$ cat src/hdl/adxl_log_consts.svh
// constants for the adxl355 sample logger
// ram size and address width, sensor spi divider,
// sample clock accumulator, burst length and command codes
`ifndef ADXL_LOG_CONSTS_SVH
`define ADXL_LOG_CONSTS_SVH

// sample ring
`define ADXL_RAM_LEN    6144     // bytes, 1024 bursts of 6 kept bytes
`define ADXL_ADDR_BITS  13       // enough for ADXL_RAM_LEN

// sensor spi
`define ADXL_SCLK_DIV   4        // clk cycles per sclk half-period
`define ADXL_BURST_LEN  9        // data bytes per burst, x/y/z 3 bytes each
`define ADXL_READ_CMD   8'h11    // reg 0x08 shifted left, read bit set

// sample clock phase accumulator
`define ADXL_PA_BITS    16
`define ADXL_PA_INC     128      // msb period 65536/128 = 512 clk

// host spi commands
`define HOST_CMD_RAM    8'h01    // stream ram bytes from address
`define HOST_CMD_PTR    8'h02    // write pointer, high byte first
`define HOST_CMD_PPS    8'h03    // samples per pps interval

`endif

$ cat src/hdl/adxl_log_pkg.sv
// shared types for the adxl355 sample logger
// data byte, ring address and host command codes
`include "adxl_log_consts.svh"

package adxl_log_pkg;

  // one byte as stored in the ring and moved over spi
  typedef logic [7:0] byte_t;

  // ring address, wraps at ADXL_RAM_LEN
  typedef logic [`ADXL_ADDR_BITS-1:0] ram_addr_t;

  // first byte of every host transfer
  typedef enum logic [7:0]
  {
    cmd_ram = `HOST_CMD_RAM,  // ram stream, address follows
    cmd_ptr = `HOST_CMD_PTR,  // current write pointer
    cmd_pps = `HOST_CMD_PPS   // last pps sample count
  } host_cmd_e;

  // any other code reads back as 8'hff

endpackage

$ cat src/hdl/adxl355_reader.sv
`timescale 1ns/100ps
// adxl355 burst reader, spi master mode 0, msb first
// per sample pulse: read command then ADXL_BURST_LEN data bytes
// two upper bytes of each axis go out as wr strobes, third is dropped
`include "adxl_log_consts.svh"

module adxl355_reader
(
  input  logic                clk,
  input  logic                reset,
  input  logic                sync_pulse,  // start a burst when idle
  input  logic                adxl_miso,
  output logic                adxl_csn,
  output logic                adxl_sclk,
  output logic                adxl_mosi,
  output logic                wr,          // one clk per kept byte
  output adxl_log_pkg::byte_t wr_data
);

  localparam logic [1:0] st_idle    = 2'd0;
  localparam logic [1:0] st_command = 2'd1;
  localparam logic [1:0] st_data    = 2'd2;
  localparam logic [1:0] st_finish  = 2'd3;

  localparam int div_bits = $clog2(`ADXL_SCLK_DIV);
  localparam adxl_log_pkg::byte_t read_cmd = `ADXL_READ_CMD;

  logic [1:0]          state;
  logic [div_bits-1:0] div_cnt;  // half-period divider
  logic                tick;     // sclk toggles here
  logic [2:0]          bit_cnt;
  logic [3:0]          byte_cnt; // data bytes done
  logic [1:0]          tri_cnt;  // byte position within an axis
  logic                fin_wait;
  adxl_log_pkg::byte_t tx_sr;
  adxl_log_pkg::byte_t rx_sr;

  assign tick = (div_cnt == div_bits'(`ADXL_SCLK_DIV - 1));

  // divider held at 0 while idle so every burst starts aligned
  always_ff @(posedge clk)
  begin
    if (reset || state == st_idle || tick)
      div_cnt <= '0;
    else
      div_cnt <= div_cnt + 1'b1;
  end

  always_ff @(posedge clk)
  begin
    wr <= 1'b0; // strobe
    if (reset)
    begin
      state     <= st_idle;
      adxl_csn  <= 1'b1;
      adxl_sclk <= 1'b0;
      adxl_mosi <= 1'b0;
      bit_cnt   <= '0;
      byte_cnt  <= '0;
      tri_cnt   <= '0;
      fin_wait  <= 1'b0;
    end
    else
    begin
      case (state)
        st_idle:
          if (sync_pulse)
          begin
            adxl_csn  <= 1'b0;        // 1 clk after the pulse
            adxl_mosi <= read_cmd[7]; // first bit ahead of first rising edge
            tx_sr     <= read_cmd;
            bit_cnt   <= '0;
            byte_cnt  <= '0;
            tri_cnt   <= '0;
            fin_wait  <= 1'b0;
            state     <= st_command;
          end
        st_command, st_data:
          if (tick)
          begin
            adxl_sclk <= ~adxl_sclk;
            if (!adxl_sclk)
              rx_sr <= {rx_sr[6:0], adxl_miso}; // sample on rising edge
            else
            begin
              // falling edge closes the bit, next mosi bit goes out
              tx_sr     <= {tx_sr[6:0], 1'b0};
              adxl_mosi <= tx_sr[6];
              bit_cnt   <= bit_cnt + 1'b1;
              if (bit_cnt == 3'd7)
              begin
                if (state == st_command)
                  state <= st_data;
                else
                begin
                  wr_data  <= rx_sr;
                  wr       <= (tri_cnt != 2'd2); // lowest axis byte dropped
                  tri_cnt  <= (tri_cnt == 2'd2) ? 2'd0 : tri_cnt + 1'b1;
                  byte_cnt <= byte_cnt + 1'b1;
                  if (byte_cnt == 4'(`ADXL_BURST_LEN - 1))
                    state <= st_finish;
                end
              end
            end
          end
        st_finish:
        begin
          // csn held 2 more clk after the last falling edge
          fin_wait <= 1'b1;
          if (fin_wait)
          begin
            adxl_csn <= 1'b1;
            state    <= st_idle;
          end
        end
        default:
          state <= st_idle;
      endcase
    end
  end

endmodule

$ cat config.mk
export PLATFORM = sky130hd
export DESIGN_NAME = adxl355_reader
export DESIGN_NICKNAME = d
export VERILOG_FILES = /design/src/hdl/adxl_log_pkg.sv /design/src/hdl/adxl355_reader.sv
export VERILOG_INCLUDE_DIRS = /design/src /design/src/hdl
export SDC_FILE = /design/constraint.sdc
export NUM_CORES = 1
export LEC_CHECK = 0
export CORE_MARGIN = 2
export CORE_UTILIZATION = 55
export DETAILED_ROUTE_END_ITERATION = 8
export DONT_BUFFER_PORTS = 1
export MAX_ROUTING_LAYER = met4
export PLACE_DENSITY_LB_ADDON = 0.1
export SKIP_CTS_REPAIR_TIMING = 1
export SLEW_MARGIN = 20
export SYNTH_ARGS = -nofsm -noshare
export SYNTH_HDL_FRONTEND = slang
export SYNTH_SLANG_ARGS = --single-unit
$ cat constraint.sdc
create_clock -name clk -period 1.7 [get_ports clk]
set_input_delay 0.34 -clock clk [delete_from_list [all_inputs] [get_ports clk]]
set_output_delay 0.34 -clock clk [all_outputs]
set_load 0.1 [all_outputs]
==> results of run 1 <==
## kinds of logic after synthesis
logic type	count (synthesis)
flip-flops	41
XOR/XNOR	1
adder cells (fa/ha/maj)	8
AND/OR/NAND/NOR	58
AO/OA/AOI/OAI	25
buffers and inverters	13
## routing by layer
layer,vias up,share of wire
met4,0,0.025
met1,565,0.46
met5,-,0
li1,584,-
met2,23,0.48
met3,8,0.035
## registers in the layout, indices dropped and copies added, names as in the netlist, 2 cells and up
| signal | count |
|---|---|
| div_cnt | 2 |
| state | 2 |
| wr_data | 8 |
| byte_cnt | 4 |
| tx_sr | 7 |
| bit_cnt | 3 |
| tri_cnt | 2 |
| rx_sr | 8 |
## final timing paths
kind                  to
max             state[0]
min          byte_cnt[2]
max reg2reg     state[0]
min reg2reg   wr_data[7]
## Yosys cell counts (all sizes together)
cell type  count  area [um2]
inv            7        26.3
and3b          1        8.76
clkbuf         4        15.0
o311a          1        10.0
nor3           4        20.0
nor2           7        28.8
xor2           1        8.76
a21boi         1        7.51
a31oi          4        25.0
and2           6        37.5
nand2         15        61.3
a311oi         1        8.76
buf            2        18.8
nor4           1        6.26
or3            1        6.26
edfxtp        23         691
dfxtp         18         360
a21oi         10        53.8
o21ai          3        15.0
and2b          1        10.0
nor3b          1        7.51
a211oi         1        7.51
ha             8         100
or4            1        7.51
nand4          2        12.5
o31ai          1        7.51
o2111ai        1        8.76
a211o          1        8.76
and3           1        7.51
o21a           1        7.51
nor4b          2        23.8
nand3         12        60.1
nand2b         3        18.8
## metrics by stage
stage / hold WS [ns] / instance area [um2] / std cells / util
2_1_floorplan: 0.399 / 1720 / 146 / -
3_3_place_gp: 0.405 / 1950 / 200 / 0.648
3_5_place_dp: 0.409 / 1950 / 200 / 0.648
4_1_cts: 0.0223 / 2020 / 208 / 0.674
5_1_grt: 0.00773 / 2050 / 208 / 0.683
6_report: 0.0348 / 2050 / 208 / 0.683
## power by group
| group | leakage [nW] | total [mW] | internal, mW | switching, mW |
|---|---|---|---|---|
| logic | 0.351 | 0.560 | 0.231 | 0.329 |
| clock network | 0.0422 | 0.615 | 0.308 | 0.306 |
| registers | 0.357 | 1.15 | 1.12 | 0.0297 |
## worst max-delay path, cell delays in order (launching register included)
cell and delay (ns):
dfxtp_2 0.36, inv_1 0.08, ha_4 0.31, inv_1 0.09, o311a_1 0.39, and2_0 0.14
o31ai_1 0.20
## final cells by class
cell class	instances	share of cell area
multi-input cells	92	0.309
repair buffers	27	0.105
flip-flops and latches	41	0.516
well taps	33	0.0201
clock buffers	6	0.0201
inverters	7	0.0128
clock inverters	2	0.0171
==> flow_metrics.tcl, run 1 <==
set metrics [dict create \
    grt_antenna_before_repair 0 \
    synth.avg_cell_area_um2 11.6 \
    yosys_warnings 0 \
    crit_path_start_kind "flip-flop" \
    p_leak_nw 0.750 \
    area.sequential_um2 1060 \
    r2r_cells 6 \
    cts_max_path_buffers 2 \
    worstSetupPathType "flip-flop to flip-flop" \
    drtPass1Iterations 4 \
    clkLatencyLatePin_ns 0.35 \
    synth_cells 146 \
    final.setup.worst_slack_ns 0.0339 \
    endpoint_kind "flip-flop" \
    ys_types 39 \
    grt_pass1_wl_um 4960 \
    dieArea_um2 3550 \
    grt-busiest-layer "met2" \
    clock-sinks 41 \
    syn_area_um2 1700 \
    cts_tree "yes" \
    layout_commonest_cell "buf_4" \
    grt_pass1_vias 1087 \
    hold_class "input port to flip-flop" \
    ys_ff_latch 41 \
    multiInputGateArea_um2 634 \
    min_from "reset" \
    synth_xor_area_frac 0.00516 \
    num-fill-cells 227 \
    fin_tns_setup_ns 0 \
    pre_cts_slack_ns -0.0778 \
    slew_headroom 0.680 \
    root_buffer "clkbuf_4" \
    drtIter0Drc 61 \
    fin_crit_sh 0.980 \
    status "finished, final reports clean" \
    setup_viol_count_final 0 \
    r2r_setup_slack_ns 0.03 \
    gp_congestion 0.821 \
    diodes 0 \
    avgViaCountPerCell 5.67 \
    synth_mux_area_frac 0 \
    num_vias 1180 \
    numPortBuffers 0 \
    grt_usage 0.200 \
    cap_violations 0 \
    synth_top_family_by_area "simple AND/OR/NAND/NOR gates" \
    routed_wl_um 3060 \
    core_area_um2 3000 \
    grt.overflow.total 0 \
    cp.required_ns 1.96 \
    tightest_slew_ns 0.477 \
    fmax_mhz 600 \
    hold_viol_final 0 \
    synth-compound-area-share 0.0944 \
    postRouteAntennaNets 0 \
    rsz0062_at_grt "true" \
    post_drt_wl_per_cell_um 14.7 \
    num_io_pins 16 \
    drive_gt1_frac 0.297 \
    fp.dieW_um 59.5 \
    fp-row-count 20 \
    finalCriticalPeriod_ns 1.67 \
    drcViolationCount 0 \
    seq_area_frac_synth 0.619 \
    final_max_slew_viol_count 0 \
    crit_start "state[0]" \
    synth-adder-area-share 0.0590 \
    cellPowerDensity_nw_per_um2 1140 \
    syn_nets 158 \
    initial_core_util 0.565 \
    crit_path_max_fanout 7 \
    final_nets 186 \
    cp.arrival_ns 1.92 \
    r2r-start "state[0]" \
    met3_usage 0.0655 \
    power.total_mw 2.33 \
    grt_max_degree 19 \
    skew_ns 0.0125 \
    die_h_um 59.5 \
    grtUsageMet1 0.236 \
    htree_levels 2 \
    hpwl_um 2210 \
    cts_inserted_buffers 5 \
    holdPathStages 1 \
    vdd_ir_drop_max_uv 719 \
    path_clk_slew_ns 0.12 \
    grt_use_met2 0.306 \
    layout_common_cells "buf_4 (26), edfxtp_1 (23), dfxtp_1 (14)" \
    synthSimpleGateAreaFrac 0.187 \
    area_delta_synth_final_pct 20.9 \
]
Power figures use the tool's default switching activity.
==> inputs of run 2 (changes only) <==
--- a/config.mk
+++ b/config.mk
@@ -7,7 +7,8 @@
 export NUM_CORES = 1
 export LEC_CHECK = 0
 export CORE_MARGIN = 2
-export CORE_UTILIZATION = 55
+export CORE_UTILIZATION = 58
+export CTS_BUF_LIST = sky130_fd_sc_hd__clkbuf_2 sky130_fd_sc_hd__clkbuf_4 sky130_fd_sc_hd__clkbuf_8
 export DETAILED_ROUTE_END_ITERATION = 8
 export DONT_BUFFER_PORTS = 1
 export MAX_ROUTING_LAYER = met4
==> flow_metrics.tcl, run 2 (synthesis results as in run 1) <==
set metrics [dict create \
    status "finished, final reports clean" \
    cp.required_ns 1.98 \
    netSwitchingFraction 0.289 \
    worstSetupPathType "flip-flop to flip-flop" \
    cellPowerDensity_nw_per_um2 1140 \
    path_clk_slew_ns 0.12 \
    fmax_mhz 601 \
    tightest_slew_ns 0.437 \
    vdd_ir_drop_max_uv 908 \
    stdcell_area_um2 2060 \
    skew_ns 0.0110 \
    crit_path_max_fanout 4 \
    gp_congestion 0.861 \
    grt_max_degree 19 \
    final_max_slew_viol_count 0 \
    num_vias 1209 \
    clkPwrFrac 0.259 \
    routed_wl_um 3100 \
    hpwl_um 2160 \
    finalCriticalPeriod_ns 1.66 \
    setup_viol_count_final 0 \
    p_leak_nw 0.758 \
    grt_antenna_before_repair 0 \
    initial_core_util 0.615 \
    numPortBuffers 0 \
    endpoint_kind "flip-flop" \
    top_regs "rx_sr: 8 flops, wr_data: 8 flops, tx_sr: 7 flops" \
    layout_common_cells "buf_4 (28), edfxtp_1 (23), dfxtp_1 (15)" \
    multiInputGateArea_um2 632 \
    final_nets 188 \
    dieArea_um2 3370 \
    htree_levels 2 \
    post_drt_wl_per_cell_um 14.9 \
    num_io_pins 16 \
    postRouteAntennaNets 0 \
    fp.dieW_um 58.1 \
    drcViolationCount 0 \
    num-fill-cells 179 \
    clock-sinks 41 \
    cts_inserted_buffers 5 \
    grt_pass1_wl_um 5000 \
    core_area_um2 2760 \
    diodes 0 \
    drtPass1Iterations 4 \
    grt_pass1_vias 1146 \
    cts_tree "yes" \
    layout_commonest_cell "buf_4" \
    hold_viol_final 0 \
    final.setup.worst_slack_ns 0.0368 \
    seqPwrFrac 0.489 \
    fin_tns_setup_ns 0 \
    fp-row-count 19 \
    cp_slowest_cell "dfxtp_1" \
    dpl_cell_area_um2 1960 \
    clkLatencyLatePin_ns 0.35 \
    drtIter0Drc 27 \
    die_h_um 58.1 \
    hold_class "input port to flip-flop" \
    root_buffer "clkbuf_4" \
    pre_cts_slack_ns 0.0213 \
    hold-worst-slack_ns 0.0419 \
    cap_violations 0 \
    cp.arrival_ns 1.95 \
    drive_gt1_frac 0.294 \
    slowest_delay_ns 0.35 \
    path_delay_family "simple AND/OR/NAND/NOR gates" \
    cts_max_path_buffers 2 \
    fin_crit_sh 0.978 \
    area.sequential_um2 1060 \
    avgViaCountPerCell 5.81 \
    grt.overflow.total 0 \
    power.total_mw 2.35 \
    switchingPower_mw 0.680 \
    cp.buffers_inverters 1 \
    grt_usage 0.203 \
    combPwrFrac 0.253 \
    area_delta_synth_final_pct 21.6 \
    crit_chain "inv_1 > ha_4 > and2b_4 > a211o_1 > or3_1 > a21oi_2" \
    p_int_mw 1.68 \
    slew_headroom 0.707 \
    crit_path_start_kind "flip-flop" \
]
==> run 2: worst reg2reg max path, delay by kind of cell, from the launching register on <==
kind                       cells  cell delay (ns)
and+or+nand+nor                2             0.53
AOI/OAI and AO/OA              2             0.45
DFF                            1             0.35
adders and majority gates      1             0.18
buffers and inverters          1             0.09
==> run 2: per-stage QoR <==
| step | cells | util |
|---|---|---|
| after global placement | 200 | 0.711 |
| after detailed placement | 200 | 0.711 |
| final | 208 | 0.748 |
| after global routing | 208 | 0.748 |
| after CTS | 208 | 0.739 |
| after floorplan | 146 | - |
==> run 2: worst paths after layout <==
kind,start,end,slack [ns],cells past startpoint
worst max-delay path,state[0],bit_cnt[0],0.04,6
worst min register to register,div_cnt[0],div_cnt[0],0.44,1
worst min-delay path,reset,state[1],0.04,1
worst max register to register,state[0],bit_cnt[0],0.04,6
==> run 2: final cells by class <==
cell class / count / share of cell area
sequential: 41 / 0.512
timing repair buffer: 29 / 0.112
tap: 31 / 0.0188
multi-input combinational: 92 / 0.306
inverter: 7 / 0.0127
clock inverter: 3 / 0.0200
clock buffer: 5 / 0.0182
==> run 2: layer usage <==
layer  track usage  wire length [um]
met5             -                 0
met4        0.0664                33
met3        0.0603               132
met2         0.330              1550
met1         0.242              1390
==> run 2: power groups by stage <==
stage / registers [mW] / logic, mW / clock network [mW]
floorplan: 1.21 / 0.320 / 0
global placement: 1.17 / 0.533 / 0
detailed placement: 1.17 / 0.548 / 0
CTS: 1.15 / 0.556 / 0.619
global route: 1.16 / 0.634 / 0.657
finish: 1.15 / 0.595 / 0.610
