**config.mk**
```make
export PLATFORM = sky130hd
export DESIGN_NAME = sync_nco
export DESIGN_NICKNAME = d
export VERILOG_FILES = /design/src/hdl/sync_nco.sv
export VERILOG_INCLUDE_DIRS = /design/src /design/src/hdl
export SDC_FILE = /design/constraint.sdc
export NUM_CORES = 1
export LEC_CHECK = 0
export BUFFER_PORTS_ARGS = -buffer_cell sky130_fd_sc_hd__clkbuf_2
export CAP_MARGIN = 10
export CORE_UTILIZATION = 64
export CTS_BUF_LIST = sky130_fd_sc_hd__clkbuf_8
export DETAILED_ROUTE_END_ITERATION = 8
export PLACE_DENSITY = 0.89
export SYNTH_ARGS = -nofsm -noshare
export SYNTH_HDL_FRONTEND = slang
export SYNTH_SLANG_ARGS = --single-unit
```
**constraint.sdc**
```tcl
create_clock -name clk -period 4.59 [get_ports clk]
set_input_delay 0.2295 -clock clk [delete_from_list [all_inputs] [get_ports clk]]
set_output_delay 0.2295 -clock clk [all_outputs]
set_load 0.005 [all_outputs]
```
**src/hdl/adxl_log_consts.svh**
```systemverilog
// constants for the adxl355 sample logger
// ram size and address width, sensor spi divider,
// sample clock accumulator, burst length and command codes
`ifndef ADXL_LOG_CONSTS_SVH
`define ADXL_LOG_CONSTS_SVH

// sample ring
`define ADXL_RAM_LEN    6144     // bytes, 1024 bursts of 6 kept bytes
`define ADXL_ADDR_BITS  13       // enough for ADXL_RAM_LEN

// sensor spi
`define ADXL_SCLK_DIV   4        // clk cycles per sclk half-period
`define ADXL_BURST_LEN  9        // data bytes per burst, x/y/z 3 bytes each
`define ADXL_READ_CMD   8'h11    // reg 0x08 shifted left, read bit set

// sample clock phase accumulator
`define ADXL_PA_BITS    16
`define ADXL_PA_INC     128      // msb period 65536/128 = 512 clk

// host spi commands
`define HOST_CMD_RAM    8'h01    // stream ram bytes from address
`define HOST_CMD_PTR    8'h02    // write pointer, high byte first
`define HOST_CMD_PPS    8'h03    // samples per pps interval

`endif

```
**src/hdl/sync_nco.sv**
```systemverilog
`timescale 1ns/100ps
// sample clock generator for the adxl355 sync/drdy input
// phase accumulator msb as sample clock, rising edge pulse,
// sample pulse count latched on each pps rising edge
`include "adxl_log_consts.svh"

module sync_nco
(
  input  logic        clk,
  input  logic        reset,
  input  logic        pps,         // async, from host
  output logic        drdy,        // to sensor sync pin
  output logic        sync_pulse,  // one clk per sample
  output logic [15:0] pps_count    // samples in last pps interval
);

  logic [`ADXL_PA_BITS-1:0] acc;   // phase accumulator
  logic                     drdy_d1;
  logic                     drdy_d2;
  logic [2:0]               pps_s; // 2 sync flops + edge history
  logic                     pps_rise;
  logic [15:0]              sync_cnt;

  assign drdy     = acc[`ADXL_PA_BITS-1];  // msb is the sample clock
  assign pps_rise = pps_s[1] & ~pps_s[2];

  always_ff @(posedge clk)
  begin
    if (reset)
    begin
      acc        <= '0;
      drdy_d1    <= 1'b0;
      drdy_d2    <= 1'b0;
      sync_pulse <= 1'b0;
      pps_s      <= '0;
      sync_cnt   <= '0;
      pps_count  <= '0;
    end
    else
    begin
      acc <= acc + `ADXL_PA_BITS'(`ADXL_PA_INC);

      // rising edge of msb, pulse lands 2 clk after the edge
      drdy_d1    <= drdy;
      drdy_d2    <= drdy_d1;
      sync_pulse <= drdy_d1 & ~drdy_d2;

      pps_s <= {pps_s[1:0], pps};

      // latch and restart on pps, a coincident sample starts the new interval
      if (pps_rise)
      begin
        pps_count <= sync_cnt;
        sync_cnt  <= {15'd0, sync_pulse};
      end
      else if (sync_pulse)
        sync_cnt <= sync_cnt + 1'b1;
    end
  end

endmodule

```
==> results of run 1 <==
==> where the power goes <==
| part | internal (mW) | total [mW] | switching (mW) |
|---|---|---|---|
| logic | 0.00537 | 0.0180 | 0.0127 |
| registers | 0.411 | 0.413 | 0.00265 |
| clock network | 0.137 | 0.275 | 0.138 |
==> cell type report <==
cell class | count | area (um^2)
clock inverters | 1 | 7.51
repair buffers | 21 | 108
flip-flops and latches | 47 | 941
well taps | 31 | 38.8
inverters | 4 | 15.0
fillers | 211 | 701
multi-input cells | 149 | 827
clock buffers | 7 | 96.3
==> worst max-delay path, delay by kind of cell, from the launching register on <==
family	cells	cell delay, ns
simple gates	2	0.79
fa+ha+maj	1	0.22
compound gates	1	0.14
flops	1	0.43
==> flip-flops by register name, indices dropped and copies added, names as in the netlist <==
signal / flops
sync_cnt: 16
pps_count: 16
acc: 9
drdy_d1: 1
drdy_d2: 1
pps_s: 3
sync_pulse: 1
==> path summary, 6_finish.rpt <==
path	to	slack (ns)
setup reg to reg	sync_cnt[10]	2.94
setup / recovery	sync_cnt[10]	2.94
hold reg to reg	sync_pulse	0.39
hold / removal	pps_s[0]	0.13
==> metal layers <==
| layer | up-vias | share of wire (%) | wire length [um] |
|---|---|---|---|
| met5 | - | 0 | 0 |
| met4 | 0 | 1.7 | 55 |
| met3 | 7 | 5.2 | 171 |
| met2 | 32 | 47 | 1550 |
| met1 | 677 | 46 | 1490 |
| li1 | 764 | - | - |
==> cell families (layout without fill, tap and decap cells) <==
kind of cell	count (synthesis)	after routing	synth area share (%)
adder cells (fa/ha/maj)	2	2	1.36
flip-flops	47	47	51.3
XOR/XNOR	6	6	2.87
AO/OA/AOI/OAI	38	38	11.1
multiplexers	6	6	3.34
AND/OR/NAND/NOR	97	97	26.5
buffers and inverters	16	33	3.55
==> Yosys cell counts (2+ instances only) <==
cell type  instances
nor2b_1            8
nor4_1             4
nand3_1           10
or3_1              9
mux2i_1            5
clkbuf_1           8
inv_1              4
nor2_1             9
o21ai_0            6
nand4_2            2
buf_2              3
o31ai_1            5
xor2_1             5
dfxtp_1           47
ha_1               2
nand2_1           42
nand4_1            5
a21oi_1           27
or4_1              5
==> impl_metrics.ini, run 1 <==
[status]
status = finished clean

[synth]
netlist.top_cell.by_area = dfxtp_1
synth_area_leaders = dfxtp_1, nand2_1, a21oi_1
postSynthCellCount = 212
postSynth.asyncResetShare_pct = 0
synth.distinct_cells = 25
ys_ff_latch = 47
synth_enable_flop_cells = 0
post_synthesis_cell_area_um2 = 1830
syn-mean-instance-area_um2 = 8.65
synth_nets = 217
share_of_synthesized_area_occupied_by_flip_flops_and_latches_pct = 51.3
synth_top_flop_cell = dfxtp_1
synthDominantCellAreaShare_pct = 51.3
synth_warnings = 0

[clock_network]
worst_skew_pair.late_latency_ns = 0.31
ctsHoldBuffers = 0
clk_transition_reported_paths_ns = 0.08
clock-sinks = 47
cts_tree = built
clock_path_buffers = 2
postCtsSetupBuffers = 0
root_buffer = clkbuf_8
htree_levels = 2
cts_buffers = 5
post_cts_resized = 0

[critical_path]
worst_setup_path_end_kind = flop
cp_data_arrival_time_ns = 1.89
timing.setup.critical_path_class = reg -> reg
critPathMaxFanout = 9
cp_slowest_cell = or4_1
crit_path_start = sync_cnt[0]
crit_path_max_incr_delay_ns = 0.56
worst-r2r-cell-count = 4
required_ns = 4.83
critPathLaunchType = flop
critical_path.reg2reg.startpoint = sync_cnt[0]
worstPathCellList = ha_1, nand4_2, or4_1, a21oi_1

[hold_path]
worst_hold_path_startpoint = pps
timing.hold.worst.class = in -> reg
hold-path-cell-count = 2

[timing]
final_critical_path_setup_slack_ns = 2.94
period_share_pct = 36.0
timing.final.setup_violations = 0
maxClockFrequency_ghz = 0.606
grt_setup_unrepaired = no
layout_min_cycle_time_ns = 1.65
final_hold_viol_count = 0
slew_viols_final = 0
fin_tns_setup_ns = 0
hold-worst-slack_ns = 0.132
skew_ns = 0.00484
slew_headroom_pct = 50.9
transition_time_at_the_pin_with_the_least_slew_margin_ns = 0.736

[route]
avgRoutedWirePerCell_um = 12.5
drt-pass1-iter-count = 4
drt_wl_total_um = 3260
detail_route.vias_per_cell = 5.69
num_vias = 1480
drc = 0
detailedRoute.firstIterationViolations = 63
final_antenna_net_count = 0

[finish]
finish.utilization_pct = 74.4
finish.net_count = 233
leading_cell_type_in_the_layout_fill_and_taps_excluded = dfxtp_1
drive_above_1_share_pct = 14.4
finalNonFillerCells = 260
flow.area_growth_from_synthesis_pct = 10.9
inserted_diodes = 0
final_design_area_no_fill_um2 = 2030
commonest_cells_after_routing_fill_and_taps_aside = dfxtp_1, nand2_1, a21oi_1

[place]
placed_cells_incl_taps = 251
placement.io_buffers = 20
hpwlAfterDp_um = 2130
detailed_place.area_um2 = 1920
place_worst_setup_slack_ns = 2.91
gpl.final_weighted_congestion = 0.835

[global_routing]
overflow = 0
antenna_found_initial = 0
grt_pass1_wl_um = 5420
use_met2_pct = 35.1
grt.met1_usage_pct = 28.9
largest_net_degree_at_the_start_of_global_routing = 37
globalRouteTotalUtil_pct = 22.7
grt_pass1_vias = 1266
gr_layer_usage_met3_pct = 8.43
grt_most_used_layer = met2

[pwr]
static-leakage-power_nw = 0.721
power.density_nw_per_um2 = 347
finalPower_uw = 706
vdd_drop_max_uv = 375

[floorplanning]
placementRows = 19
initial_utilization_pct = 67.0
io_pins = 21
die_height_um = 55.5
core_area_um2 = 2730
design.die.area_um2 = 3080
die_w_um = 55.5

[job]
max_cap_viol_count = 0
(Power assumes the default switching activity.)
==> inputs of run 2 (changes only) <==
--- a/config.mk
+++ b/config.mk
@@ -6,12 +6,13 @@
 export SDC_FILE = /design/constraint.sdc
 export NUM_CORES = 1
 export LEC_CHECK = 0
+export ABC_AREA = 1
 export BUFFER_PORTS_ARGS = -buffer_cell sky130_fd_sc_hd__clkbuf_2
 export CAP_MARGIN = 10
-export CORE_UTILIZATION = 64
+export CORE_UTILIZATION = 54
 export CTS_BUF_LIST = sky130_fd_sc_hd__clkbuf_8
 export DETAILED_ROUTE_END_ITERATION = 8
-export PLACE_DENSITY = 0.89
+export PLACE_DENSITY = 0.81
 export SYNTH_ARGS = -nofsm -noshare
 export SYNTH_HDL_FRONTEND = slang
 export SYNTH_SLANG_ARGS = --single-unit
==> constraint.sdc (replaced) <==
create_clock -name clk -period 1.4 [get_ports clk]
set_input_delay 0.07 -clock clk [delete_from_list [all_inputs] [get_ports clk]]
set_output_delay 0.07 -clock clk [all_outputs]
set_load 0.005 [all_outputs]
==> run 2 against run 1 <==
Worst hold slack got worse by 0.0036 ns. Non-clock buffer count increased by 7. Register-to-register slack got worse by 2.8 ns. Power increased to 3.3 times the previous value. First-iteration DRC count increased by 6.3%. Final area increased by 4.4%. Sequential power increased to 3.4 times the previous value. Worst setup slack got worse by 2.8 ns. Critical path depth increased by 2. Synthesized cell count increased by 11%. Via count increased by 5.1%. Largest power group unchanged.
==> impl_metrics.ini, run 2 <==
[status]
status = finished clean

[timing]
transition_time_at_the_pin_with_the_least_slew_margin_ns = 0.291
fin_tns_setup_ns = 0
slew_viols_final = 0
hold-worst-slack_ns = 0.128
maxClockFrequency_ghz = 0.776
slew_headroom_pct = 80.6
layout_min_cycle_time_ns = 1.29
timing.final.setup_violations = 0
grt_setup_unrepaired = no
final_hold_viol_count = 0
period_share_pct = 92.0
final_critical_path_setup_slack_ns = 0.112
skew_ns = 0.00966

[route]
detailedRoute.firstIterationViolations = 67
drt_wl_total_um = 3490
drt-pass1-iter-count = 5
final_antenna_net_count = 0
drc = 0
num_vias = 1555
detail_route.vias_per_cell = 5.03
avgRoutedWirePerCell_um = 11.3

[clock_network]
worst_skew_pair.late_latency_ns = 0.30
cts_tree = built
cts_buffers = 5
root_buffer = clkbuf_8
clock-sinks = 47
htree_levels = 2
clk_transition_reported_paths_ns = 0.09
clock_path_buffers = 2

[finish]
final_design_area_no_fill_um2 = 2120
inserted_diodes = 0
final.fill_count = 302
finish.net_count = 269
largestRegisters = pps_count x16, sync_cnt x16, acc x9
total_area_of_multi_input_combinational_cells_um2 = 762
flow.area_growth_from_synthesis_pct = 15.4
commonest_cells_after_routing_fill_and_taps_aside = dfxtp_1, nor2_1, inv_1
drive_above_1_share_pct = 18.1
leading_cell_type_in_the_layout_fill_and_taps_excluded = dfxtp_1
ff_latch_area_um2 = 945

[critical_path]
setup.worst_path.end = acc[15]
rr_endpoint = acc[15]
required_ns = 1.59
timing.setup.critical_path_class = reg -> reg
worst-r2r-cell-count = 6
cp_num_buf_inv = 0
cp_num_cells = 6
r2r_setup_slack_ns = 0.11
critPathMaxFanout = 5
path_delay_family = simple AND/OR/NAND/NOR gates
critPathLaunchType = flop
critical_path.reg2reg.startpoint = acc[7]
cp_data_arrival_time_ns = 1.48
worst_setup_path_end_kind = flop
crit_path_start = acc[7]
worstPathCellList = ha_1, nand3_1, nor2_2, nand2_1, o21ai_0, a21oi_1
crit_path_max_incr_delay_ns = 0.37
cp_slowest_cell = dfxtp_2

[synth]
yosys-top-cells-count = dfxtp_1, nor2_1, inv_1
postSynth.asyncResetShare_pct = 0
synth_top_flop_cell = dfxtp_1
ys_ff_latch = 47
synth_warnings = 0
synth_enable_flop_cells = 0
synth_nets = 240
postSynthCellCount = 235
netlist.top_cell.by_area = dfxtp_1
synthMostInstantiatedCell = dfxtp_1
synth.distinct_cells = 20
synth_area_leaders = dfxtp_1, o21ai_0, nor2_1
syn-mean-instance-area_um2 = 7.83
share_of_synthesized_area_occupied_by_flip_flops_and_latches_pct = 51.1
post_synthesis_cell_area_um2 = 1840
synthDominantCellAreaShare_pct = 51.1

[global_routing]
antenna_found_initial = 0
overflow = 0
globalRouteTotalUtil_pct = 22.1
largest_net_degree_at_the_start_of_global_routing = 16
grt_pass1_vias = 1372
grt_pass1_wl_um = 5910

[floorplanning]
design.die.area_um2 = 3650
initial_utilization_pct = 58.4
core_area_um2 = 3150
die_height_um = 60.4
io_pins = 21
die_w_um = 60.4
placementRows = 20

[pwr]
vdd_drop_max_uv = 714
power.density_nw_per_um2 = 1090
finalPower_mw = 2.31
static-leakage-power_nw = 0.881

[place]
placement.io_buffers = 20
hpwlAfterDp_um = 2600
detailed_place.area_um2 = 2010
place_worst_setup_slack_ns = 0.0318
gpl.final_weighted_congestion = 0.795

[hold_path]
timing.hold.worst.class = in -> reg
worst_hold_path_startpoint = reset

[job]
max_cap_viol_count = 0
[run 2: cell types whose count changed after synthesis, moves of 5 or more]
cell	before	now
nand2_1	42	25
nor2_1	9	36
o21ai_0	6	28
clkbuf_1	8	3
nor2b_1	8	0
or3_1	9	0
o31ai_1	5	0
inv_1	4	29
or4_1	5	0
mux2i_1	5	0
[run 2: per-stage QoR]
stage,instances,util [%]
after floorplan,235,-
after global placement,299,63.7
final,309,67.3
after global routing,309,67.3
after detailed placement,299,63.7
after CTS,308,66.9
[run 2: how the worst min path moves through the flow]
| stage | to | slack [ns] | cells after the start |
|---|---|---|---|
| 2_1_floorplan | sync_cnt[0] | 0.14 | 1 |
| 3_3_place_gp | pps_s[0] | 0.26 | 3 |
| 3_5_place_dp | pps_s[0] | 0.27 | 3 |
| 4_1_cts | acc[15] | 0.14 | 2 |
| 5_1_grt | acc[8] | 0.15 | 2 |
| 6_report | sync_cnt[0] | 0.13 | 2 |
[run 2: cells by family (layout without fill, tap and decap cells)]
logic type	count (synthesis)	in the layout	synth area share, %
adder cells (fa/ha/maj)	2	2	1.36
buffers and inverters	35	65	7.61
flip-flops	47	47	51.1
XOR/XNOR	4	4	1.90
AO/OA/AOI/OAI	55	55	15.0
AND/OR/NAND/NOR	92	92	23.0
[run 2: layout make-up]
type | count | area share [%]
sequential | 47 | 44.5
multi-input combinational | 153 | 35.9
clock buffer | 5 | 3.24
timing repair buffer | 28 | 7.66
tap | 44 | 2.59
clock inverter | 3 | 1.00
inverter | 29 | 5.13
[run 2: what timing repair did]
item,4_1_cts,5_1_grt
setup endpoints to repair,0,3
gates resized for setup,0,4
endpoints found under the hold margin,1,0
hold buffers,1,0
buffers inserted,0,1
[run 2: metal layers]
layer | vias to the layer above | wire length (um) | global-route usage, %
met3 | 6 | 98 | 5.12
met5 | - | 0 | 0
met4 | 0 | 59 | 9.30
met1 | 713 | 1620 | 27.9
li1 | 818 | - | -
met2 | 18 | 1710 | 36.3
[run 2: power by group]
group	total, mW	switching (mW)	leakage [nW]	internal [mW]
registers	1.39	0.0202	0.382	1.37
logic	0.121	0.0700	0.449	0.0510
clock network	0.796	0.445	0.0495	0.351
total	2.31	0.535	0.881	1.77
[run 2: worst register-to-register path, stage by stage (launching register included)]
cell and delay (ns):
dfxtp_2 0.37, ha_1 0.19, nand3_1 0.14, nor2_2 0.15
nand2_1 0.09, o21ai_0 0.16, a21oi_1 0.08
