**src/hdl/adxl_log_consts.svh**
```systemverilog
// constants for the adxl355 sample logger
// ram size and address width, sensor spi divider,
// sample clock accumulator, burst length and command codes
`ifndef ADXL_LOG_CONSTS_SVH
`define ADXL_LOG_CONSTS_SVH

// sample ring
`define ADXL_RAM_LEN    6144     // bytes, 1024 bursts of 6 kept bytes
`define ADXL_ADDR_BITS  13       // enough for ADXL_RAM_LEN

// sensor spi
`define ADXL_SCLK_DIV   4        // clk cycles per sclk half-period
`define ADXL_BURST_LEN  9        // data bytes per burst, x/y/z 3 bytes each
`define ADXL_READ_CMD   8'h11    // reg 0x08 shifted left, read bit set

// sample clock phase accumulator
`define ADXL_PA_BITS    16
`define ADXL_PA_INC     128      // msb period 65536/128 = 512 clk

// host spi commands
`define HOST_CMD_RAM    8'h01    // stream ram bytes from address
`define HOST_CMD_PTR    8'h02    // write pointer, high byte first
`define HOST_CMD_PPS    8'h03    // samples per pps interval

`endif

```
**src/hdl/adxl_log_pkg.sv**
```systemverilog
// shared types for the adxl355 sample logger
// data byte, ring address and host command codes
`include "adxl_log_consts.svh"

package adxl_log_pkg;

  // one byte as stored in the ring and moved over spi
  typedef logic [7:0] byte_t;

  // ring address, wraps at ADXL_RAM_LEN
  typedef logic [`ADXL_ADDR_BITS-1:0] ram_addr_t;

  // first byte of every host transfer
  typedef enum logic [7:0]
  {
    cmd_ram = `HOST_CMD_RAM,  // ram stream, address follows
    cmd_ptr = `HOST_CMD_PTR,  // current write pointer
    cmd_pps = `HOST_CMD_PPS   // last pps sample count
  } host_cmd_e;

  // any other code reads back as 8'hff

endpackage

```
**src/hdl/host_spi_slave.sv**
```systemverilog
`timescale 1ns/100ps
// host spi slave, mode 0, oversampled on clk
// frame: command, address high, address low, then response bytes
// responses are ram stream, write pointer or pps count, else 8'hff
`include "adxl_log_consts.svh"

module host_spi_slave
(
  input  logic                    clk,
  input  logic                    reset,
  input  logic                    host_csn,
  input  logic                    host_sclk,  // below clk/8
  input  logic                    host_mosi,
  input  adxl_log_pkg::byte_t     rd_data,
  input  adxl_log_pkg::ram_addr_t wr_ptr,
  input  logic [15:0]             pps_count,
  output logic                    host_miso,
  output adxl_log_pkg::ram_addr_t rd_addr
);

  localparam adxl_log_pkg::ram_addr_t ram_len_a =
    adxl_log_pkg::ram_addr_t'(`ADXL_RAM_LEN);
  localparam adxl_log_pkg::ram_addr_t ram_top =
    adxl_log_pkg::ram_addr_t'(`ADXL_RAM_LEN - 1);

  logic [1:0]                csn_s;
  logic [2:0]                sclk_s;     // 2 sync flops + edge history
  logic [1:0]                mosi_s;
  logic                      active;
  logic                      sclk_rise;
  logic                      sclk_fall;
  logic [2:0]                bit_cnt;
  logic [1:0]                byte_cnt;   // 3 means response phase
  logic                      resp_lo;    // next status byte is the low one
  adxl_log_pkg::byte_t       rx_sr;
  adxl_log_pkg::byte_t       rx_byte;
  adxl_log_pkg::byte_t       addr_hi;
  adxl_log_pkg::byte_t       tx_sr;
  adxl_log_pkg::byte_t       resp_byte;
  adxl_log_pkg::host_cmd_e   cmd;
  logic [15:0]               addr_word;
  logic [15:0]               stat_word;  // snapshot for ptr/pps reads
  adxl_log_pkg::ram_addr_t   start_addr;

  always_ff @(posedge clk)
  begin
    if (reset)
    begin
      csn_s  <= 2'b11;
      sclk_s <= '0;
      mosi_s <= '0;
    end
    else
    begin
      csn_s  <= {csn_s[0], host_csn};
      sclk_s <= {sclk_s[1:0], host_sclk};
      mosi_s <= {mosi_s[0], host_mosi};
    end
  end

  assign active    = ~csn_s[1];
  assign sclk_rise = sclk_s[1] & ~sclk_s[2];
  assign sclk_fall = ~sclk_s[1] & sclk_s[2];
  assign rx_byte   = {rx_sr[6:0], mosi_s[1]}; // byte as of this rising edge
  assign addr_word = {addr_hi, rx_byte};
  // addresses past the ram fold back into range
  assign start_addr = (addr_word[`ADXL_ADDR_BITS-1:0] >= ram_len_a) ?
                      addr_word[`ADXL_ADDR_BITS-1:0] - ram_len_a :
                      addr_word[`ADXL_ADDR_BITS-1:0];

  always_comb
  begin
    case (cmd)
      adxl_log_pkg::cmd_ram: resp_byte = rd_data;
      adxl_log_pkg::cmd_ptr,
      adxl_log_pkg::cmd_pps: resp_byte = resp_lo ? stat_word[7:0] : stat_word[15:8];
      default:               resp_byte = 8'hff;
    endcase
  end

  always_ff @(posedge clk)
  begin
    if (reset)
    begin
      bit_cnt  <= '0;
      byte_cnt <= '0;
      resp_lo  <= 1'b0;
      tx_sr    <= '0;
      rd_addr  <= '0;
    end
    else if (!active)
    begin
      bit_cnt  <= '0; // frame restarts on next csn fall
      byte_cnt <= '0;
      resp_lo  <= 1'b0;
      tx_sr    <= '0;   // miso low between frames
    end
    else
    begin
      if (sclk_rise)
      begin
        rx_sr   <= rx_byte;
        bit_cnt <= bit_cnt + 1'b1;
        if (bit_cnt == 3'd7)
        begin
          case (byte_cnt)
            2'd0: cmd     <= adxl_log_pkg::host_cmd_e'(rx_byte);
            2'd1: addr_hi <= rx_byte;
            2'd2:
            begin
              // first response gets fetched here, ahead of the falling edge
              if (cmd == adxl_log_pkg::cmd_ram)
                rd_addr <= start_addr;
              stat_word <= (cmd == adxl_log_pkg::cmd_ptr) ? 16'(wr_ptr) : pps_count;
            end
            default:
              if (cmd == adxl_log_pkg::cmd_ram)
                rd_addr <= (rd_addr == ram_top) ? '0 : rd_addr + 1'b1;
          endcase
          if (byte_cnt != 2'd3)
            byte_cnt <= byte_cnt + 1'b1;
        end
      end
      if (sclk_fall)
      begin
        if (bit_cnt == 3'd0 && byte_cnt == 2'd3)
        begin
          tx_sr   <= resp_byte; // msb valid before the next rising edge
          resp_lo <= ~resp_lo;  // status pair repeats on longer reads
        end
        else
          tx_sr <= {tx_sr[6:0], 1'b0};
      end
    end
  end

  assign host_miso = tx_sr[7];

endmodule

```
**config.mk**
```make
export PLATFORM = sky130hd
export DESIGN_NAME = host_spi_slave
export DESIGN_NICKNAME = d
export VERILOG_FILES = /design/src/hdl/adxl_log_pkg.sv /design/src/hdl/host_spi_slave.sv
export VERILOG_INCLUDE_DIRS = /design/src /design/src/hdl
export SDC_FILE = /design/constraint.sdc
export NUM_CORES = 1
export LEC_CHECK = 0
export BUFFER_PORTS_ARGS = -buffer_cell sky130_fd_sc_hd__buf_2
export CAP_MARGIN = 20
export CORE_MARGIN = 5
export CORE_UTILIZATION = 40
export DETAILED_ROUTE_END_ITERATION = 8
export SLEW_MARGIN = 20
export SYNTH_ARGS = -nofsm -noshare
export SYNTH_HDL_FRONTEND = slang
export SYNTH_SLANG_ARGS = --single-unit
```
**constraint.sdc**
```tcl
create_clock -name clk -period 3.8 [get_ports clk]
set_input_delay 0.19 -clock clk [delete_from_list [all_inputs] [get_ports clk]]
set_output_delay 0.19 -clock clk [all_outputs]
set_load 0.03 [all_outputs]
```
==> run metrics, run 1 <==
max-slew violations=0; clock sink total=70; initial antenna violation count=0; # DRC=0; #FFs+latches synth=70; area grow syn2layout=15.9%; critical path launch point type=flip-flop; Net Switching=321 uW; ANT nets after route=0; R2R setup slack=1440 ps; fmax=424 MHz; Core Footprint=8130 um2; Comb pwr share=0.046; TritonCTS clock tree=built; Max Buffers Root-to-Sink=2; Final Hold Viols=0; initial core utilization=0.407; Antenna Cells=0; largest net degree at the start of global routing=28; CTS Buf Count=9; Syn Area/Cell=11.2 um2; crit path time final=2360 ps; unrepaired setup endpoints after global routing=false; Worst Skew=7.16 ps; synth warn=0; Netlist cell types=55; Top Ports=56; fin crit share=0.620; Post-synth top flop=edfxtp_1; Total Routed Length=7.28 mm; Finish-stage setup viols=0; Pint=1.10 mW; vias post-DR=2467; Area after DPL=3650 um2; slew of the pin with the lowest slew margin=920 ps; Fill cells=766; full die area=10200 um2; Reg clk slew, reported paths=70 ps; CP startpoint=byte_cnt[0]$_SDFFE_PP0P_; first drt pass iteration count=4; Seq/Total Area, Yosys=0.532; Synth async-reset ratio=0; P_leak=1.41 nW; layout cells sized above 1=0.278; Sw Share=0.225; Slew Limit Headroom=0.387; commonest non-fill, non-tap cell in the layout=buf_2; CTS root buffer=clkbuf_8; post-route cell area=3840 um2; Cell Rows=33; number of synthesized flops with an enable pin=36; multi-input logic area=1430 um2; crit-path max FO=27; class of the worst hold path=in -> reg; Die Width=101 um; Mapped Area=3310 um2; Total Power=1.42 mW; setup TNS=0 ps; register area=1760 um2; WP data arrival=2590 ps; total global routing overflow=0; die span in y=101 um; Synthesized Nets=346; CTS H-tree depth=3; Peak VDD IR=0.167 mV; Reg power frac=0.568; Critical Path RT=4030 ps; Worst Setup End Kind=flip-flop; Cells after Synth=296; hpwl dp=5.12 mm; clock power share=0.386; dominant cells by area after synthesis=edfxtp_1, dfxtp_1, mux2_2, ha_1, mux2i_1; first-pass GRT wire length=11.9 mm; share of the synthesized area in the top cell type=0.326; cts repair resizes=0; DR iter-0 viols=121; Hold-fix buffers, CTS=0; Vias/cell=5.43; Setup CP Type=reg -> reg; vias in the first global route=2438; worst hold start=host_csn; Yosys top cell by area=edfxtp_1; setup bufs post-CTS=0; routability cong.=0.871; Clk Latency, worst-skew pair=340 ps; Max Cap Violations=0; power per cell area=371 nW/um2; most frequent cells in the layout=buf_2, edfxtp_1, dfxtp_1; final net count=394; status=complete, no violations; r2r startpoint=byte_cnt[0]$_SDFFE_PP0P_; WL per Instance=16.0 um; gr usage total=0.151; I/O Buffers=55
## synth_stat cells (8+ instances only)
cell type  count
ha_1           8
edfxtp_1      36
a21oi_1       14
mux2_2        13
a2bb2oi_1      8
mux2i_1       10
nand4_1        9
inv_1         10
dfxtp_1       34
nand2_1       22
nor2_1        12
clkbuf_1      11
## power groups by stage
stage | clock network (mW) | registers (mW) | logic [mW]
floorplan | 0 | 0.832 | 0.0282
global placement | 0 | 0.826 | 0.0665
detailed placement | 0 | 0.826 | 0.0668
CTS | 0.568 | 0.809 | 0.0672
global route | 0.606 | 0.810 | 0.0724
finish | 0.549 | 0.809 | 0.0662
## layer usage
layer | global-route usage | vias to the layer above | wire length (um)
met1 | 0.211 | 1152 | 3400
met2 | 0.218 | 77 | 3350
met3 | 0.0388 | 15 | 379
met4 | 0.0706 | 0 | 155
met5 | 0 | - | 0
li1 | - | 1223 | -
## per-stage QoR
step                      std cells   util  hold slack [ps]  worst slack, ps
after floorplan                 296      -              294             1300
after global routing            454  0.472             30.5             1250
after detailed placement        438  0.449              386             1460
final                           454  0.472             40.6             1440
after CTS                       454  0.472             27.0             1450
after global placement          438  0.449              384             1560
## cell families after synthesis
kind of cell	Yosys count	share of synthesized area
and+or+nand+nor	92	0.159
AOI/OAI and AO/OA	70	0.159
DFF	70	0.532
buffers and inverters	30	0.0370
muxes	23	0.0744
adders and majority gates	8	0.0302
xor gates and xnor gates	3	0.00793
## flip-flops by register name (all words and copies together) (netlist names)
| register | count |
|---|---|
| tx_sr | 8 |
| cmd | 8 |
| csn_s | 2 |
| mosi_s | 2 |
| resp_lo | 1 |
| byte_cnt | 2 |
| bit_cnt | 3 |
| stat_word | 16 |
| sclk_s | 3 |
| rx_sr | 7 |
| rd_addr | 13 |
| addr_hi | 5 |
## final cells by class
class                           count  area share
Clock buffer                       11      0.0394
Clock inverter                      5     0.00847
Inverter                           10     0.00978
Multi-Input combinational cell    196       0.374
Sequential cell                    70       0.459
Tap cell                          105      0.0342
Timing Repair Buffer               57      0.0756
## worst max-delay path: stages, from the launching register on
cell	delay, ps
dfxtp_1	350
inv_1	90
ha_1	760
inv_1	280
and4_1	240
a32o_1	250
a211o_1	280
## worst paths after layout
kind                                           endpoint  cells after the start
worst min-delay path                csn_s[0]$_SDFF_PP1_                      2
worst min register to register      csn_s[1]$_SDFF_PP1_                      1
worst max-delay path            rd_addr[9]$_SDFFE_PP0P_                      6
worst max register to register  rd_addr[9]$_SDFFE_PP0P_                      6
(Power assumes the default switching activity.)
==> run 2: changes to the inputs <==
==> constraint.sdc (replaced) <==
create_clock -name clk -period 2.27 [get_ports clk]
set_input_delay 0.1135 -clock clk [delete_from_list [all_inputs] [get_ports clk]]
set_output_delay 0.1135 -clock clk [all_outputs]
set_load 0.03 [all_outputs]
==> run 2 against run 1 <==
Critical path depth is the same. Flip-flop and latch count is the same. Utilization grew 1.8 points. Register-to-register slack lost 1200 ps. Die area is the same. Design area grew 3.7%. Non-clock buffer count grew 11. Maximum frequency grew 14%. Worst setup slack lost 1200 ps. Hold slack is essentially flat. Via count grew 1.5%. Critical endpoint is now rd_addr[0]$_SDFFE_PP0P_. Largest cell class unchanged. Largest power group unchanged. Highest routed layer unchanged.
==> run metrics, run 2 (synthesized netlist as in run 1, its figures left out) <==
status=complete, no violations; Most common cell on crit path=ha_1; Finish-stage setup viols=0 (unchanged); crit path time final=2070 ps (-288 ps); CP Cell Sequence=ha_1 > ha_1 > nand3b_4 > or4_1 > nor2_2 > a311oi_1; Final Hold Viols=0 (unchanged); vias in the first global route=2423 (-0.62%); Slew Limit Headroom=0.590 (+0.203); Reg clk slew, reported paths=80 ps (about the same); area grow syn2layout=20.2%; max-slew violations=0 (unchanged); class of the worst hold path=in -> reg; fin crit share=0.911 (+0.291); first-pass GRT wire length=12.1 mm (+1.3%); TritonCTS clock tree=built; critical path launch point type=flip-flop; initial core utilization=0.407 (unchanged); P_leak=1.48 nW (+5.1%); DR iter-0 viols=88 (-27%); gr usage total=0.151 (-0.000405); crit-path max FO=7 (-74%); setup TNS=0 ps (unchanged); R2R setup slack=200 ps (-1240 ps); CP bufs+invs=0 (-2); Vias/cell=5.38 (-0.90%); full die area=10200 um2 (unchanged); vias post-DR=2504 (+1.5%); CTS root buffer=clkbuf_8; Layout Cells excl Fill=465 (+2.4%); biggest regs=stat_word x16, rd_addr x13; post-placement cell count=446 (+1.8%); die span in y=101 um (unchanged); layout cells sized above 1=0.286 (+0.00817); Hold-fix buffers, CTS=3 (+3); final worst setup slack=202 ps (-1240 ps); most frequent cells in the layout=buf_2, edfxtp_1, dfxtp_1; cts repair resizes=0 (unchanged); slew of the pin with the lowest slew margin=614 ps (-305 ps); unrepaired setup endpoints after global routing=false; Clk Latency, worst-skew pair=350 ps (about the same); fmax=483 MHz (+14%); Peak VDD IR=0.331 mV (+98%); commonest non-fill, non-tap cell in the layout=buf_2; initial antenna violation count=0 (unchanged); Antenna Cells=0 (unchanged); WL per Instance=15.8 um (-1.6%); total global routing overflow=0 (unchanged); largest reg by FF count=stat_word; Critical Path RT=2490 ps (-1540 ps); max reg flops=16 (unchanged); slowest stage cell, crit path=or4_1; CTS H-tree depth=3 (unchanged); slowest stage delay, CP=690 ps (-70 ps); Cell Rows=33 (unchanged); Total Power=2.68 mW (+88%); top cell family by delay on the critical path=simple AND/OR/NAND/NOR gates; Total Routed Length=7.34 mm (+0.82%); WP data arrival=2290 ps (-300 ps); Max Cap Violations=0 (unchanged); largest net degree at the start of global routing=27 (-3.6%); Worst Skew=12.1 ps (+4.99 ps); I/O Buffers=55 (unchanged); Worst Setup End Kind=flip-flop; setup bufs post-CTS=0 (unchanged); # DRC=0 (unchanged); Setup WS pre-CTS=152 ps (-1310 ps); hpwl dp=5.24 mm (+2.4%); Fill cells=744 (-2.9%); final design utilization=0.490 (+0.0177); Core Footprint=8130 um2 (unchanged); Setup CP Type=reg -> reg; Top Ports=56 (unchanged); power per cell area=673 nW/um2 (+81%); routability cong.=0.812 (-6.7%); first drt pass iteration count=4 (unchanged); clock sink total=70 (unchanged); ANT nets after route=0 (unchanged); CTS Buf Count=9 (unchanged); final net count=405 (+2.8%); Die Width=101 um (unchanged); Max Buffers Root-to-Sink=2 (unchanged)
==> run 2: path summary, 6_finish.rpt <==
path,cells after the start,to,from
worst max register to register,6,rd_addr[0]$_SDFFE_PP0P_,bit_cnt[1]$_SDFFE_PP0N_
worst min-delay path,2,stat_word[13]$_SDFFCE_PP0P_,pps_count[13]
worst max-delay path,6,rd_addr[0]$_SDFFE_PP0P_,bit_cnt[1]$_SDFFE_PP0N_
worst min register to register,1,csn_s[1]$_SDFF_PP1_,csn_s[0]$_SDFF_PP1_
==> run 2: metal layers <==
layer | part of all wire | global-route usage | wire [um] | up-vias
met5 | 0 | 0 | 0 | -
met4 | 0.020 | 0.0654 | 145 | 0
met3 | 0.037 | 0.0249 | 274 | 14
met2 | 0.46 | 0.227 | 3400 | 56
met1 | 0.48 | 0.213 | 3530 | 1191
li1 | - | - | - | 1243
==> run 2: cell type report <==
| class | count | area, um2 | area share |
|---|---|---|---|
| inverter | 10 | 37.5 | 0.00943 |
| tap | 105 | 131 | 0.0330 |
| clock buffer | 10 | 128 | 0.0320 |
| clock inverter | 6 | 110 | 0.0276 |
| timing repair buffer | 68 | 380 | 0.0955 |
| multi-input combinational | 196 | 1430 | 0.360 |
| sequential | 70 | 1760 | 0.442 |
==> run 2: through the flow <==
step	area, um2	hold slack, ps
after global routing	3980	41.1
after global placement	3710	301
final	3980	40.5
after detailed placement	3710	300
after CTS	3980	29.1
after floorplan	3320	217
==> run 2: report_power, final <==
part | leakage [nW] | switching, mW | internal, mW | total, mW
logic | 0.769 | 0.0550 | 0.0621 | 0.117
registers | 0.599 | 0.0181 | 1.33 | 1.35
clock network | 0.114 | 0.481 | 0.729 | 1.21
==> run 3: changes to the inputs <==
==> constraint.sdc (replaced) <==
create_clock -name clk -period 2.2 [get_ports clk]
set_input_delay 0.11 -clock clk [delete_from_list [all_inputs] [get_ports clk]]
set_output_delay 0.11 -clock clk [all_outputs]
set_load 0.03 [all_outputs]
==> run 3 against run 2 <==
Die area unchanged. Clock power shrank 7%. Final cell count grew 0.22%. Sequential share of layout area up 0.14 points. Largest cell class unchanged. Highest routed layer unchanged. Critical endpoint unchanged. Clock skew decreased by 2.3 ps. Non-clock buffer count grew 1. Maximum frequency about the same. Critical path depth stayed put. First-iteration DRC count down 10%. Via count rose by 1.8%. Global-route usage is 0.13 points lower. Total power down 1.3%.
==> run metrics, run 3 (synthesized netlist as in run 1, its figures left out) <==
Finish-stage setup viols=0 (unchanged); most frequent cells in the layout=buf_2, edfxtp_1, dfxtp_1; Fill cells=746 (+0.27%); Clk Latency, worst-skew pair=340 ps (about the same); Comb pwr share=0.046 (+0.002); Sw Share=0.202 (-0.00438); Critical Path RT=2410 ps (-80 ps); first drt pass iteration count=4 (unchanged); initial core utilization=0.407 (unchanged); setup bufs post-CTS=0 (unchanged); class of the worst hold path=in -> reg; Top Ports=56 (unchanged); Final Hold Viols=0 (unchanged); Peak VDD IR=0.265 mV (-20%); Total Routed Length=7.27 mm (-1.0%); CTS root buffer=clkbuf_8; # DRC=0 (unchanged); setup TNS=0 ps (unchanged); status=complete, no violations; DR iter-0 viols=79 (-10%); slew of the pin with the lowest slew margin=579 ps (-35.1 ps); Reg clk slew, reported paths=70 ps (about the same); ANT nets after route=0 (unchanged); Setup WS pre-CTS=123 ps (-28.5 ps); CTS Buf Count=9 (unchanged); Vias/cell=5.47 (+1.6%); Max Buffers Root-to-Sink=2 (unchanged); slowest stage cell, crit path=or4_1; commonest non-fill, non-tap cell in the layout=buf_2; vias in the first global route=2500 (+3.2%); Core Footprint=8130 um2 (unchanged); Reg power frac=0.528 (+0.023); area grow syn2layout=19.8%; multi-input logic area=1430 um2 (unchanged); final net count=406 (+0.25%); max reg flops=16 (unchanged); CP bufs+invs=0 (unchanged); Cell Rows=33 (unchanged); clock sink total=70 (unchanged); initial antenna violation count=0 (unchanged); fin crit share=0.941 (+0.0294); Slew Limit Headroom=0.613 (+0.0235); post-route cell area=3970 um2 (-0.31%); crit path time final=2070 ps (+0.921 ps); register area=1760 um2 (unchanged); CP Cell Sequence=ha_1 > ha_1 > nand3b_4 > or4_1 > nor2_2 > a311oi_1; power per cell area=666 nW/um2 (-0.95%); biggest regs=stat_word x16, rd_addr x13; clock power share=0.427 (-0.024); critical path launch point type=flip-flop; top cell family by delay on the critical path=simple AND/OR/NAND/NOR gates; Area after DPL=3720 um2 (+0.20%); Worst Skew=9.84 ps (-2.31 ps); full die area=10200 um2 (unchanged); Worst Setup End Kind=flip-flop; CTS H-tree depth=3 (unchanged); layout cells sized above 1=0.288 (+0.00198); largest net degree at the start of global routing=22 (-19%); routability cong.=0.801 (-1.4%); Antenna Cells=0 (unchanged); Max Cap Violations=0 (unchanged); TritonCTS clock tree=built; Pint=2.11 mW (-0.71%); slowest stage delay, CP=690 ps (about the same); crit-path max FO=7 (unchanged); fmax=483 MHz (about the same); Setup CP Type=reg -> reg; hpwl dp=5.40 mm (+3.0%); vias post-DR=2550 (+1.8%); WL per Instance=15.6 um (-1.3%); Die Width=101 um (unchanged); gr usage total=0.149 (-0.00131); Most common cell on crit path=ha_1; WP data arrival=2280 ps (about the same); max-slew violations=0 (unchanged); first-pass GRT wire length=11.9 mm (-1.1%); I/O Buffers=55 (unchanged); final worst setup slack=131 ps (-70.9 ps); Net Switching=535 uW (-3.4%); die span in y=101 um (unchanged); total global routing overflow=0 (unchanged); unrepaired setup endpoints after global routing=false; P_leak=1.48 nW (-0.14%); largest reg by FF count=stat_word
==> run 3: cell count changes in the layout (fill, tap and decap cells not counted) <==
cell,previous run,this run
buf_4,10,11
bufinv_16,3,2
clkbuf_1,1,2
clkbuf_8,9,10
clkinv_1,1,0
clkinv_2,0,1
clkinv_4,1,0
==> run 3: layer usage <==
metal | share of wire | GRT usage | wire length (um) | vias to the layer above
met5 | 0 | 0 | 0 | -
met4 | 0.027 | 0.0757 | 194 | 0
met3 | 0.047 | 0.0311 | 338 | 16
met2 | 0.47 | 0.236 | 3410 | 69
met1 | 0.46 | 0.193 | 3330 | 1220
li1 | - | - | - | 1245
==> run 3: final cells by class <==
class | instances | share of cell area
sequential | 70 | 0.444
clock buffer | 12 | 0.0366
clock inverter | 4 | 0.0183
multi-input combinational | 196 | 0.361
tap | 105 | 0.0331
inverter | 10 | 0.00945
timing repair buffer | 69 | 0.0977
==> run 3: worst register-to-register path: cells and delay by family (launching register included) <==
family | cells | cell delay, ps
compound gates | 1 | 130
fa+ha+maj | 2 | 340
flops | 1 | 350
simple gates | 3 | 1120
==> run 3: path summary, 6_finish.rpt <==
path | startpoint | slack [ps] | end | depth (start not counted)
min | pps_count[15] | 50 | stat_word[15]$_SDFFCE_PP0P_ | 2
max | bit_cnt[1]$_SDFFE_PP0N_ | 130 | rd_addr[0]$_SDFFE_PP0P_ | 6
max reg2reg | bit_cnt[1]$_SDFFE_PP0N_ | 130 | rd_addr[0]$_SDFFE_PP0P_ | 6
min reg2reg | csn_s[0]$_SDFF_PP1_ | 420 | csn_s[1]$_SDFF_PP1_ | 1
==> run 3: power groups by stage <==
| stage | clock network (mW) | logic, mW | registers (mW) |
|---|---|---|---|
| after CTS | 1.15 | 0.122 | 1.40 |
| after floorplan | 0 | 0.0488 | 1.44 |
| after global placement | 0 | 0.116 | 1.43 |
| final | 1.13 | 0.120 | 1.40 |
| after detailed placement | 0 | 0.117 | 1.43 |
| after global routing | 1.21 | 0.132 | 1.40 |
==> run 3: timing repair <==
item                                   CTS  global route
gates resized for setup                  0             0
endpoints found under the hold margin    3             0
hold buffers                             3             0
==> run 3: per-stage QoR <==
| stage | power [mW] | util | hold slack [ps] | std cells |
|---|---|---|---|---|
| final | 2.65 | 0.488 | 47.4 | 466 |
| after global routing | 2.74 | 0.488 | 49.1 | 466 |
| after CTS | 2.66 | 0.488 | 38.8 | 466 |
| after detailed placement | 1.54 | 0.458 | 297 | 447 |
| after global placement | 1.54 | 0.458 | 296 | 447 |
| after floorplan | 1.49 | - | 214 | 296 |
